**src/common/mmu_defines.svh**
```systemverilog
`ifndef MMU_DEFINES_SVH
`define MMU_DEFINES_SVH

// tlb geometry
`define MMU_TLB_NUM   16
`define MMU_TLB_IDX_W 4

// exception codes
`define MMU_ECODE_NONE 6'h0
`define MMU_ECODE_PIL  6'h1
`define MMU_ECODE_PIS  6'h2
`define MMU_ECODE_PIF  6'h3
`define MMU_ECODE_PME  6'h4
`define MMU_ECODE_PPI  6'h7

// refill gets its own vector
`define MMU_ECODE_TLBR 6'h3F

`endif

```
**src/common/mmu_pkg.sv**
```systemverilog
`default_nettype none

package mmu_pkg;

    //////////////////////////////////////////////////
    // tlb storage
    //////////////////////////////////////////////////

    // one half of an odd/even page pair
    typedef struct packed {
        logic [19:0] ppn;
        logic [1:0]  plv;
        logic [1:0]  mat;
        logic        d;
        logic        v;
    } tlb_page_t;

    // page0 maps the even page, page1 the odd one
    typedef struct packed {
        logic        exist;
        logic [18:0] vppn;
        logic [9:0]  asid;
        logic        g;
        tlb_page_t   page0;
        tlb_page_t   page1;
    } tlb_entry_t;

    typedef struct packed {
        logic      found;
        tlb_page_t page;
    } tlb_search_t;

    //////////////////////////////////////////////////
    // control state and port payloads
    //////////////////////////////////////////////////

    typedef struct packed {
        logic [1:0] plv;
        logic       da;
        logic       pg;
    } crmd_t;

    // plv_en bit n allows privilege level n
    typedef struct packed {
        logic [3:0] plv_en;
        logic [1:0] mat;
        logic [2:0] pseg;
        logic [2:0] vseg;
    } dmw_t;

    typedef struct packed {
        logic [31:0] vaddr;
        logic        wr;
    } xlate_req_t;

    typedef struct packed {
        logic [31:0] paddr;
        logic [5:0]  ecode;
        logic [8:0]  esubcode;
    } xlate_rsp_t;

endpackage

`default_nettype wire

```
**src/tlb/tlb_entry.sv**
```systemverilog
`timescale 1ns/1ns
`default_nettype none

module tlb_entry (
    input  wire logic                clk_i,
    input  wire logic                arst_n_i,
    input  wire logic                we_i,
    input  wire logic                invall_i,
    input  wire mmu_pkg::tlb_entry_t wentry_i,
    input  wire logic [18:0]         s0_vppn_i,
    input  wire logic [18:0]         s1_vppn_i,
    input  wire logic [9:0]          asid_i,
    output logic                     hit0_o,
    output logic                     hit1_o,
    output mmu_pkg::tlb_entry_t      entry_o
);

    mmu_pkg::tlb_entry_t entry_q;
    logic                asid_ok;

    // invalidate only drops the exist bit, the rest stays
    always_ff @(posedge clk_i or negedge arst_n_i) begin
        if (!arst_n_i) begin
            entry_q <= '0;
        end else if (invall_i) begin
            entry_q.exist <= 1'b0;
        end else if (we_i) begin
            entry_q <= wentry_i;
        end
    end

    // global pages ignore the asid
    assign asid_ok = entry_q.g || (entry_q.asid == asid_i);

    // both search ports compare in parallel
    assign hit0_o = entry_q.exist && asid_ok && (entry_q.vppn == s0_vppn_i);
    assign hit1_o = entry_q.exist && asid_ok && (entry_q.vppn == s1_vppn_i);

    assign entry_o = entry_q;

endmodule

`default_nettype wire

```
**src/tlb/tlb_fill.sv**
```systemverilog
`timescale 1ns/1ns
`default_nettype none

`include "mmu_defines.svh"

module tlb_fill (
    input  wire logic                      clk_i,
    input  wire logic                      arst_n_i,
    input  wire logic                      we_i,
    input  wire logic [`MMU_TLB_IDX_W-1:0] widx_i,
    input  wire logic                      invall_i,
    output logic [`MMU_TLB_NUM-1:0]        we_vec_o,
    output logic                           invall_o
);

    // invalidate suppresses any write in the same cycle
    always_comb begin
        we_vec_o = '0;
        if (we_i && !invall_i) begin
            we_vec_o[widx_i] = 1'b1;
        end
    end

    assign invall_o = invall_i;

    // an unknown index would drop the write silently
    a_widx_known: assert property (@(posedge clk_i) disable iff (!arst_n_i)
        we_i |-> !$isunknown(widx_i));

    a_strobe_known: assert property (@(posedge clk_i) disable iff (!arst_n_i)
        !$isunknown({we_i, invall_i}));

endmodule

`default_nettype wire

```
**src/tlb/tlb_lookup.sv**
```systemverilog
`timescale 1ns/1ns
`default_nettype none

`include "mmu_defines.svh"

module tlb_lookup (
    input  wire logic [`MMU_TLB_NUM-1:0] hit0_i,
    input  wire logic [`MMU_TLB_NUM-1:0] hit1_i,
    input  wire mmu_pkg::tlb_entry_t     entries_i [`MMU_TLB_NUM],
    input  wire logic                    s0_odd_i,
    input  wire logic                    s1_odd_i,
    output mmu_pkg::tlb_search_t         s0_o,
    output mmu_pkg::tlb_search_t         s1_o
);

    logic [`MMU_TLB_IDX_W-1:0] idx0;
    logic [`MMU_TLB_IDX_W-1:0] idx1;
    mmu_pkg::tlb_entry_t       sel0;
    mmu_pkg::tlb_entry_t       sel1;

    // lowest index wins on multiple hits
    function automatic logic [`MMU_TLB_IDX_W-1:0] first_hit(
        input logic [`MMU_TLB_NUM-1:0] hit
    );
        logic [`MMU_TLB_IDX_W-1:0] idx;
        idx = '0;
        for (int i = `MMU_TLB_NUM - 1; i >= 0; i--) begin
            if (hit[i]) begin
                idx = `MMU_TLB_IDX_W'(i);
            end
        end
        return idx;
    endfunction

    assign idx0 = first_hit(hit0_i);
    assign idx1 = first_hit(hit1_i);
    assign sel0 = entries_i[idx0];
    assign sel1 = entries_i[idx1];

    // va bit 12 picks odd or even half
    assign s0_o = '{found: |hit0_i, page: (s0_odd_i ? sel0.page1 : sel0.page0)};
    assign s1_o = '{found: |hit1_i, page: (s1_odd_i ? sel1.page1 : sel1.page0)};

    // a reported hit must come from a live entry
    a_s0_exist: assert final (!s0_o.found || sel0.exist);
    a_s1_exist: assert final (!s1_o.found || sel1.exist);

endmodule

`default_nettype wire

```
**src/hdl/mmu_xlate.sv**
```systemverilog
`timescale 1ns/1ns
`default_nettype none

`include "mmu_defines.svh"

module mmu_xlate (
    input  wire mmu_pkg::crmd_t       crmd_i,
    input  wire mmu_pkg::dmw_t        dmw0_i,
    input  wire mmu_pkg::dmw_t        dmw1_i,
    input  wire mmu_pkg::xlate_req_t  inst_req_i,
    input  wire mmu_pkg::xlate_req_t  data_req_i,
    input  wire mmu_pkg::tlb_search_t s0_i,
    input  wire mmu_pkg::tlb_search_t s1_i,
    output logic [18:0]               s0_vppn_o,
    output logic [18:0]               s1_vppn_o,
    output logic                      s0_odd_o,
    output logic                      s1_odd_o,
    output mmu_pkg::xlate_rsp_t       inst_rsp_o,
    output mmu_pkg::xlate_rsp_t       data_rsp_o
);

    logic [31:0] inst_va, data_va;
    logic        direct;
    logic        inst_win0, inst_win1, data_win0, data_win1;
    logic        inst_tlb, data_tlb;
    logic        inst_tlbr, inst_pif, inst_ppi;
    logic        data_tlbr, data_pil, data_pis, data_pme, data_ppi;

    // segment match and mask bit at the current level
    function automatic logic win_hit(
        input mmu_pkg::dmw_t dmw,
        input logic [31:0]   va,
        input logic [1:0]    plv
    );
        return (va[31:29] == dmw.vseg) && dmw.plv_en[plv];
    endfunction

    assign inst_va = inst_req_i.vaddr;
    assign data_va = data_req_i.vaddr;
    assign direct  = crmd_i.da && !crmd_i.pg;

    assign inst_win0 = win_hit(dmw0_i, inst_va, crmd_i.plv);
    assign inst_win1 = win_hit(dmw1_i, inst_va, crmd_i.plv);
    assign data_win0 = win_hit(dmw0_i, data_va, crmd_i.plv);
    assign data_win1 = win_hit(dmw1_i, data_va, crmd_i.plv);

    assign inst_tlb = !direct && !inst_win0 && !inst_win1;
    assign data_tlb = !direct && !data_win0 && !data_win1;

    //////////////////////////////////////////////////
    // tlb search keys
    //////////////////////////////////////////////////

    assign s0_vppn_o = inst_va[31:13];
    assign s0_odd_o  = inst_va[12];
    assign s1_vppn_o = data_va[31:13];
    assign s1_odd_o  = data_va[12];

    //////////////////////////////////////////////////
    // exceptions in tlb mode
    //////////////////////////////////////////////////

    assign inst_tlbr = inst_tlb && !s0_i.found;
    assign inst_pif  = inst_tlb && s0_i.found && !s0_i.page.v;
    assign inst_ppi  = inst_tlb && s0_i.found && s0_i.page.v && (crmd_i.plv > s0_i.page.plv);

    assign data_tlbr = data_tlb && !s1_i.found;
    assign data_pil  = data_tlb && s1_i.found && !s1_i.page.v && !data_req_i.wr;
    assign data_pis  = data_tlb && s1_i.found && !s1_i.page.v && data_req_i.wr;
    // store to a clean page that the level may access
    assign data_pme  = data_tlb && s1_i.found && s1_i.page.v && (crmd_i.plv <= s1_i.page.plv)
                       && data_req_i.wr && !s1_i.page.d;
    assign data_ppi  = data_tlb && s1_i.found && s1_i.page.v && (crmd_i.plv > s1_i.page.plv);

    assign inst_rsp_o.paddr = direct    ? inst_va :
                              inst_win0 ? {dmw0_i.pseg, inst_va[28:0]} :
                              inst_win1 ? {dmw1_i.pseg, inst_va[28:0]} :
                                          {s0_i.page.ppn, inst_va[11:0]};
    assign inst_rsp_o.ecode = inst_tlbr ? `MMU_ECODE_TLBR :
                              inst_pif  ? `MMU_ECODE_PIF :
                              inst_ppi  ? `MMU_ECODE_PPI : `MMU_ECODE_NONE;
    assign inst_rsp_o.esubcode = 9'h0;

    assign data_rsp_o.paddr = direct    ? data_va :
                              data_win0 ? {dmw0_i.pseg, data_va[28:0]} :
                              data_win1 ? {dmw1_i.pseg, data_va[28:0]} :
                                          {s1_i.page.ppn, data_va[11:0]};
    assign data_rsp_o.ecode = data_tlbr ? `MMU_ECODE_TLBR :
                              data_pil  ? `MMU_ECODE_PIL :
                              data_pis  ? `MMU_ECODE_PIS :
                              data_pme  ? `MMU_ECODE_PME :
                              data_ppi  ? `MMU_ECODE_PPI : `MMU_ECODE_NONE;
    assign data_rsp_o.esubcode = 9'h0;

endmodule

`default_nettype wire

```
**src/hdl/mmu_top.sv**
```systemverilog
`timescale 1ns/1ns
`default_nettype none

`include "mmu_defines.svh"

module mmu_top (
    input  wire logic                      clk_i,
    input  wire logic                      arst_n_i,
    input  wire mmu_pkg::crmd_t            crmd_i,
    input  wire mmu_pkg::dmw_t             dmw0_i,
    input  wire mmu_pkg::dmw_t             dmw1_i,
    input  wire logic [9:0]                asid_i,
    input  wire logic                      tlb_we_i,
    input  wire logic [`MMU_TLB_IDX_W-1:0] tlb_widx_i,
    input  wire mmu_pkg::tlb_entry_t       tlb_wentry_i,
    input  wire logic                      tlb_invall_i,
    input  wire mmu_pkg::xlate_req_t       inst_req_i,
    input  wire mmu_pkg::xlate_req_t       data_req_i,
    output mmu_pkg::xlate_rsp_t            inst_rsp_o,
    output mmu_pkg::xlate_rsp_t            data_rsp_o
);

    logic [`MMU_TLB_NUM-1:0] we_vec;
    logic                    invall;
    logic [`MMU_TLB_NUM-1:0] hit0, hit1;
    mmu_pkg::tlb_entry_t     entries [`MMU_TLB_NUM];
    logic [18:0]             s0_vppn, s1_vppn;
    logic                    s0_odd, s1_odd;
    mmu_pkg::tlb_search_t    s0, s1;

    //////////////////////////////////////////////////
    // tlb write path
    //////////////////////////////////////////////////

    tlb_fill u_fill (
        .clk_i    (clk_i),
        .arst_n_i (arst_n_i),
        .we_i     (tlb_we_i),
        .widx_i   (tlb_widx_i),
        .invall_i (tlb_invall_i),
        .we_vec_o (we_vec),
        .invall_o (invall)
    );

    for (genvar i = 0; i < `MMU_TLB_NUM; i++) begin : g_entry
        tlb_entry u_entry (
            .clk_i     (clk_i),
            .arst_n_i  (arst_n_i),
            .we_i      (we_vec[i]),
            .invall_i  (invall),
            .wentry_i  (tlb_wentry_i),
            .s0_vppn_i (s0_vppn),
            .s1_vppn_i (s1_vppn),
            .asid_i    (asid_i),
            .hit0_o    (hit0[i]),
            .hit1_o    (hit1[i]),
            .entry_o   (entries[i])
        );
    end

    //////////////////////////////////////////////////
    // search and translate
    //////////////////////////////////////////////////

    tlb_lookup u_lookup (
        .hit0_i    (hit0),
        .hit1_i    (hit1),
        .entries_i (entries),
        .s0_odd_i  (s0_odd),
        .s1_odd_i  (s1_odd),
        .s0_o      (s0),
        .s1_o      (s1)
    );

    mmu_xlate u_xlate (
        .crmd_i     (crmd_i),
        .dmw0_i     (dmw0_i),
        .dmw1_i     (dmw1_i),
        .inst_req_i (inst_req_i),
        .data_req_i (data_req_i),
        .s0_i       (s0),
        .s1_i       (s1),
        .s0_vppn_o  (s0_vppn),
        .s1_vppn_o  (s1_vppn),
        .s0_odd_o   (s0_odd),
        .s1_odd_o   (s1_odd),
        .inst_rsp_o (inst_rsp_o),
        .data_rsp_o (data_rsp_o)
    );

endmodule

`default_nettype wire

```
**config.mk**
```make
export PLATFORM = sky130hd
export DESIGN_NAME = mmu_top
export DESIGN_NICKNAME = d
export VERILOG_FILES = /design/src/common/mmu_pkg.sv /design/src/tlb/tlb_entry.sv /design/src/tlb/tlb_fill.sv /design/src/tlb/tlb_lookup.sv /design/src/hdl/mmu_xlate.sv /design/src/hdl/mmu_top.sv
export VERILOG_INCLUDE_DIRS = /design/src /design/src/common
export SDC_FILE = /design/constraint.sdc
export NUM_CORES = 2
export LEC_CHECK = 0
export BUFFER_PORTS_ARGS = -buffer_cell sky130_fd_sc_hd__buf_2
export CAP_MARGIN = 20
export CORE_ASPECT_RATIO = 0.7
export CORE_MARGIN = 10
export CORE_UTILIZATION = 45
export DETAILED_ROUTE_END_ITERATION = 7
export SLEW_MARGIN = 10
export SYNTH_ARGS = -nofsm -noshare
export SYNTH_HDL_FRONTEND = slang
export SYNTH_SLANG_ARGS = --single-unit
```
**constraint.sdc**
```tcl
create_clock -name clk_i -period 15.15 [get_ports clk_i]
set_input_delay 2.2725 -clock clk_i [delete_from_list [all_inputs] [get_ports clk_i]]
set_output_delay 2.2725 -clock clk_i [all_outputs]
set_load 0.02 [all_outputs]
```
# Word-level counts from Yosys, hierarchy flattened
# Cells that the tools add are included.
[totals] reg_bits=1328 input_bits=195 out_inout_bits=94 word_cells=517
[classes] n_lt_le_gt_ge=8 n_eq_ne=52 muxes=93 n_bitwise=3 reduce_logical=137
[op_table] cell="2-to-1 mux 83 bit" count=16
[op_table] cell="binary-select mux 83 bit (select 4 bit)" count=2
[op_table] cell="== test 19 bit" count=32
[op_table] cell="2-to-1 mux 52 bit" count=4
[op_table] cell="2-to-1 mux 32 bit" count=6
[op_table] cell="== test 10 bit" count=16
[op_table] cell="2-to-1 mux 4 bit" count=32
[op_table] cell="logical AND 1 bit" count=74
[op_table] cell="2-to-1 mux 26 bit" count=2
[op_table] cell="2-to-1 mux 6 bit" count=6
[op_table] cell="AND reduction 2 bit" count=16
[op_table] cell="nonzero test 2 bit" count=16
[op_table] cell="OR reduction 16 bit" count=2
[op_table] cell="2-to-1 mux 1 bit" count=19
[op_table] cell="logical OR 1 bit" count=16
[op_table] cell="2-to-1 mux 16 bit" count=1
[op_table] cell="zero test 1 bit" count=13
[op_table] cell="== test 3 bit" count=4
[op_table] cell="greater-or-equal comparator 5 bit (second input constant)" count=2
[op_table] cell="inverter 4 -> 5 bit" count=2
[op_table] cell="2-to-1 mux 3 bit" count=2
[op_table] cell="< comparator 4 x 5 -> 1 bit (second input constant)" count=1
[op_table] cell="binary-select mux 1 bit (select 2 bit)" count=2
[op_table] cell="demux 1 bit (select 4 bit)" count=1
[op_table] cell="5 further kinds" count=6

# Longest topological paths before layout
[logic_depth] ltp_word=33 depth_mapped=24 ltp_nobuf=19

# Hierarchy
# From an unflattened synthesis, not the netlist that was laid out.
[hier_totals] cells_unflattened=5689 hier_area_um2=73849.6
[modules_own_cells] mod="tlb_entry" instances=16 cells_each=243 area_each_um2=3659.8 seq_area_each_um2=2077.0
[modules_own_cells] mod="tlb_lookup" instances=1 cells_each=1574 area_each_um2=13420.4 seq_area_each_um2=0.0
[modules_own_cells] mod="mmu_xlate" instances=1 cells_each=203 area_each_um2=1734.2 seq_area_each_um2=0.0
[modules_own_cells] mod="tlb_fill" instances=1 cells_each=24 area_each_um2=138.9 seq_area_each_um2=0.0

# Least setup slack after synthesis
# Ideal clock, no wire load.
[synth_path] kind="input -> output" startpoint="in data_req_i[20] in the netlist's numbering" endpoint="out data_rsp_o[10] in the netlist's numbering" t_arrival_ns=6.341 t_required_ns=12.878 path_slack_ns=6.537 cell_stages=20 path_buffers=6 path_cell_list="buf_2 > buf_6 > xnor2_1 > nand4_1 > nor4_2 > nand3_2 > a211o_1 > o2111a_1 > or2_1 > buf_6 > buf_6 > buf_6 > buf_2 > a211oi_1 > a31oi_1 > mux4_2 > ha_1 > and2_1 > a311o_1 > a21oi_1"
[synth_lines] item="from (decl)" line="mmu_top.sv:18" text="input wire mmu_pkg::xlate_req_t data_req_i,"
[synth_lines] item="to (decl)" line="mmu_top.sv:20" text="output mmu_pkg::xlate_rsp_t data_rsp_o"

==> impl_metrics.env <==
export IMPL_hold_path_class="reg -> reg"
export IMPL_finish_utilization_pct=49.6
export IMPL_async_flop_share_pct=100
export IMPL_hold_path_depth=1
export IMPL_cp_arrival_ns=9.40
export IMPL_syn_avg_cell_area_sq_um=11.4
export IMPL_ys_flop_type="dfrtp_1"
export IMPL_cts_setup_buffers=0
export IMPL_rrSetupSlack_ns=14.30
export IMPL_total_power_mw=10.1
export IMPL_setup_viol=0
export IMPL_fin_tns_setup_ns=0
export IMPL_drive_above_1_share_pct=31.2
export IMPL_slew_violations=0
export IMPL_cts_buffers=136
export IMPL_worst_slew_pin_slew_ns=1.33
export IMPL_die_y_um=355
export IMPL_worst_hold_slack_ns=0.505
export IMPL_period_minus_slack_ns=11.67
export IMPL_portBuffers=213
export IMPL_largest_reg_flops=1264
export IMPL_p_sw_mw=2.97
export IMPL_max_slew_margin_rel_pct=10.2
export IMPL_cap_violations=0
export IMPL_vdd_drop_max_v=0.000116
export IMPL_nets=6445
export IMPL_area_delta_synth_final_pct=8.94
export IMPL_grt_max_degree=176
export IMPL_pre_cts_slack_ns=3.82
export IMPL_cts_resized=0
export IMPL_wl_per_cell_um=29.8
export IMPL_synth_edff_count=0
export IMPL_clkSlewWorstSetupHoldPaths_ns=0.06
export IMPL_rsz0062_at_grt="false"
export IMPL_whs_endpoint="g_entry[1].u_entry.entry_o[52]"
export IMPL_yosysWarnings=0
export IMPL_synth_distinct_cells=80
export IMPL_io_pins=289
export IMPL_viasPerCell=6.18
export IMPL_routed_wirelength_mm=252
export IMPL_hpwl_mm=147
export IMPL_start_util_pct=45.5
export IMPL_cp_start_kind="primary input"
export IMPL_min_period_over_period_pct=77.1
export IMPL_antenna_found_initial=38
export IMPL_power_frac_seq_pct=45.3
export IMPL_cts_hold_buf=0
export IMPL_clk_root_buffer_cell="clkbuf_16"
export IMPL_clock_sinks=1264
export IMPL_crit_type="in -> out"
export IMPL_pwr_share_comb_pct=21.0
export IMPL_max_freq_mhz=85.7
export IMPL_critPathMaxFanout=131
export IMPL_powerDensity_nw_per_um2=128
export IMPL_h_tree_depth=4
export IMPL_vias=52300
export IMPL_netlist_area_sq_um=72200
export IMPL_finalWorstSetupSlack_ns=3.48
export IMPL_cts_path_max_buffers=3
export IMPL_gp_congestion=0.928
export IMPL_required_ns=12.88
export IMPL_ant_nets=0
export IMPL_finalClockSkew_ns=0
export IMPL_hold_viol=0
export IMPL_synthCells=6353
export IMPL_r2r_end="g_entry[13].u_entry.entry_o[72]"
export IMPL_drc=0
export IMPL_seq_area_frac_synth_pct=43.8
export IMPL_grt_pass1_wl_mm=366
export IMPL_cts_tree="done"
export IMPL_p_clk_share_pct=33.7
export IMPL_firstDrtPassIters=6
export IMPL_worstHoldStart="g_entry[1].u_entry.entry_o[52]"
export IMPL_die_area_sq_um=177000
export IMPL_reg2regPathDepth=1
export IMPL_p_int_mw=7.11
export IMPL_outcome="finished clean"
export IMPL_drt_iter0_markers=5706
export IMPL_ys_seq_elements=1264
export IMPL_switching_share_pct=29.5
export IMPL_grt_overflow=0
export IMPL_rr_startpoint="g_entry[13].u_entry.entry_o[72]"
export IMPL_grt_pass1_vias=51900
export IMPL_rows=122
export IMPL_p_leak_nw=33.2
export IMPL_die_x_um=499
export IMPL_track_usage_pct=27.5
export IMPL_critPathCaptureType="output port"
export IMPL_core_area_sq_um=159000
export IMPL_worst_skew_pair_late_latency_ns=0.78
==> logic make-up after synthesis <==
group           count (synthesis)  synth area share (%)
other cells                     1               0.00519
buf+inv                       606                  4.33
simple gates                 1233                  8.12
fa+ha+maj                       4                0.0693
mux                          1885                  28.6
compound gates                580                  5.63
xor+xnor                      780                  9.46
flops                        1264                  43.8
==> layout make-up <==
cell class	instances	area (sq um)
fillers	14300	80000
multi-input cells	4500	37800
flip-flops and latches	1264	31600
clock buffers	212	4010
well taps	2108	2640
repair buffers	329	2150
clock inverters	28	404
inverters	15	56.3
diodes	9	22.5
==> cells in the mapped netlist (10+ instances only) <==
library cell | number | area share, %
mux2_2 | 1392 | 22
dfrtp_1 | 1264 | 44
nand2_1 | 669 | 3.5
xnor2_1 | 638 | 7.7
mux2i_1 | 487 | 6.7
clkbuf_1 | 247 | 1.3
nand4_1 | 166 | 1.4
buf_2 | 144 | 1.0
xor2_1 | 142 | 1.7
o21ai_0 | 130 | 0.90
nand3_1 | 103 | 0.71
buf_4 | 94 | 0.98
and3_1 | 93 | 0.81
a21oi_1 | 76 | 0.53
buf_1 | 63 | 0.33
a31oi_1 | 52 | 0.45
nor3_1 | 44 | 0.30
buf_6 | 43 | 0.67
nor4_1 | 43 | 0.37
o221ai_1 | 42 | 0.51
o22ai_1 | 39 | 0.34
a32oi_1 | 33 | 0.40
a221oi_1 | 32 | 0.39
a311oi_1 | 32 | 0.39
nor2_1 | 29 | 0.15
a211oi_1 | 28 | 0.29
a311o_1 | 20 | 0.28
o211ai_1 | 17 | 0.18
and2_1 | 16 | 0.14
nand2b_1 | 16 | 0.14
nor2b_1 | 16 | 0.14
inv_1 | 14 | 0.073
o31ai_1 | 14 | 0.15
a22oi_1 | 11 | 0.11
nand3b_1 | 10 | 0.10
==> layer usage <==
metal,vias up,track usage [%],wire length (um)
met5,-,0,139
met4,24,11.0,10600
met3,580,7.04,24200
met2,2377,40.2,107000
met1,26900,38.8,111000
li1,22400,-,-
==> worst max path at each step <==
stage / slack [ns] / endpoint / from / cells past startpoint
global placement: 3.78 / data_rsp_o[9] / asid_i[7] / 21
floorplan: 6.54 / data_rsp_o[10] / data_req_i[20] / 20
CTS: 3.81 / data_rsp_o[9] / asid_i[1] / 21
detailed placement: 3.82 / data_rsp_o[9] / asid_i[1] / 21
global route: 3.52 / data_rsp_o[9] / asid_i[7] / 21
finish: 3.48 / inst_rsp_o[35] / inst_req_i[25] / 17
==> cell usage in the layout, fill, tap and decap left out, types with 91 or more instances in the layout <==
cell	n
xor2_1	142
o21ai_0	129
clkbuf_16	140
and3_1	91
dfrtp_1	1264
nand3_1	102
mux2_2	1392
buf_2	214
nand2_1	659
xnor2_1	638
mux2i_1	487
nand4_1	166
buf_4	97
==> worst max-delay path, cell delays in order <==
cell and delay, ns:
buf_2 0.46, buf_4 0.38, xnor2_1 0.15, nand4_1 0.11, nor4_1 1.10, nand3_1 0.22, a221oi_1 0.40, o221ai_1 0.25
a21oi_4 0.24, buf_4 0.51, buf_12 0.60, mux2_2 0.43, o21ai_0 0.22, o221ai_1 0.33, mux2i_1 0.89, o21ai_0 0.22
buf_2 0.22
==> power by group through the flow <==
| stage | Sequential [mW] | Clock (mW) | Combinational, mW |
|---|---|---|---|
| global route | 4.65 | 3.59 | 2.30 |
| finish | 4.56 | 3.40 | 2.12 |
| CTS | 4.55 | 3.45 | 2.10 |
| global placement | 4.57 | 0 | 2.05 |
| floorplan | 4.47 | 0 | 1.58 |
| detailed placement | 4.61 | 0 | 2.09 |
==> stage by stage <==
stage,cell area [sq um],cells
4_1_cts,78600,8453
6_report,78700,8465
2_1_floorplan,72300,6370
3_5_place_dp,74200,8213
3_3_place_gp,74200,8209
5_1_grt,78700,8461
(Power assumes the default switching activity.)
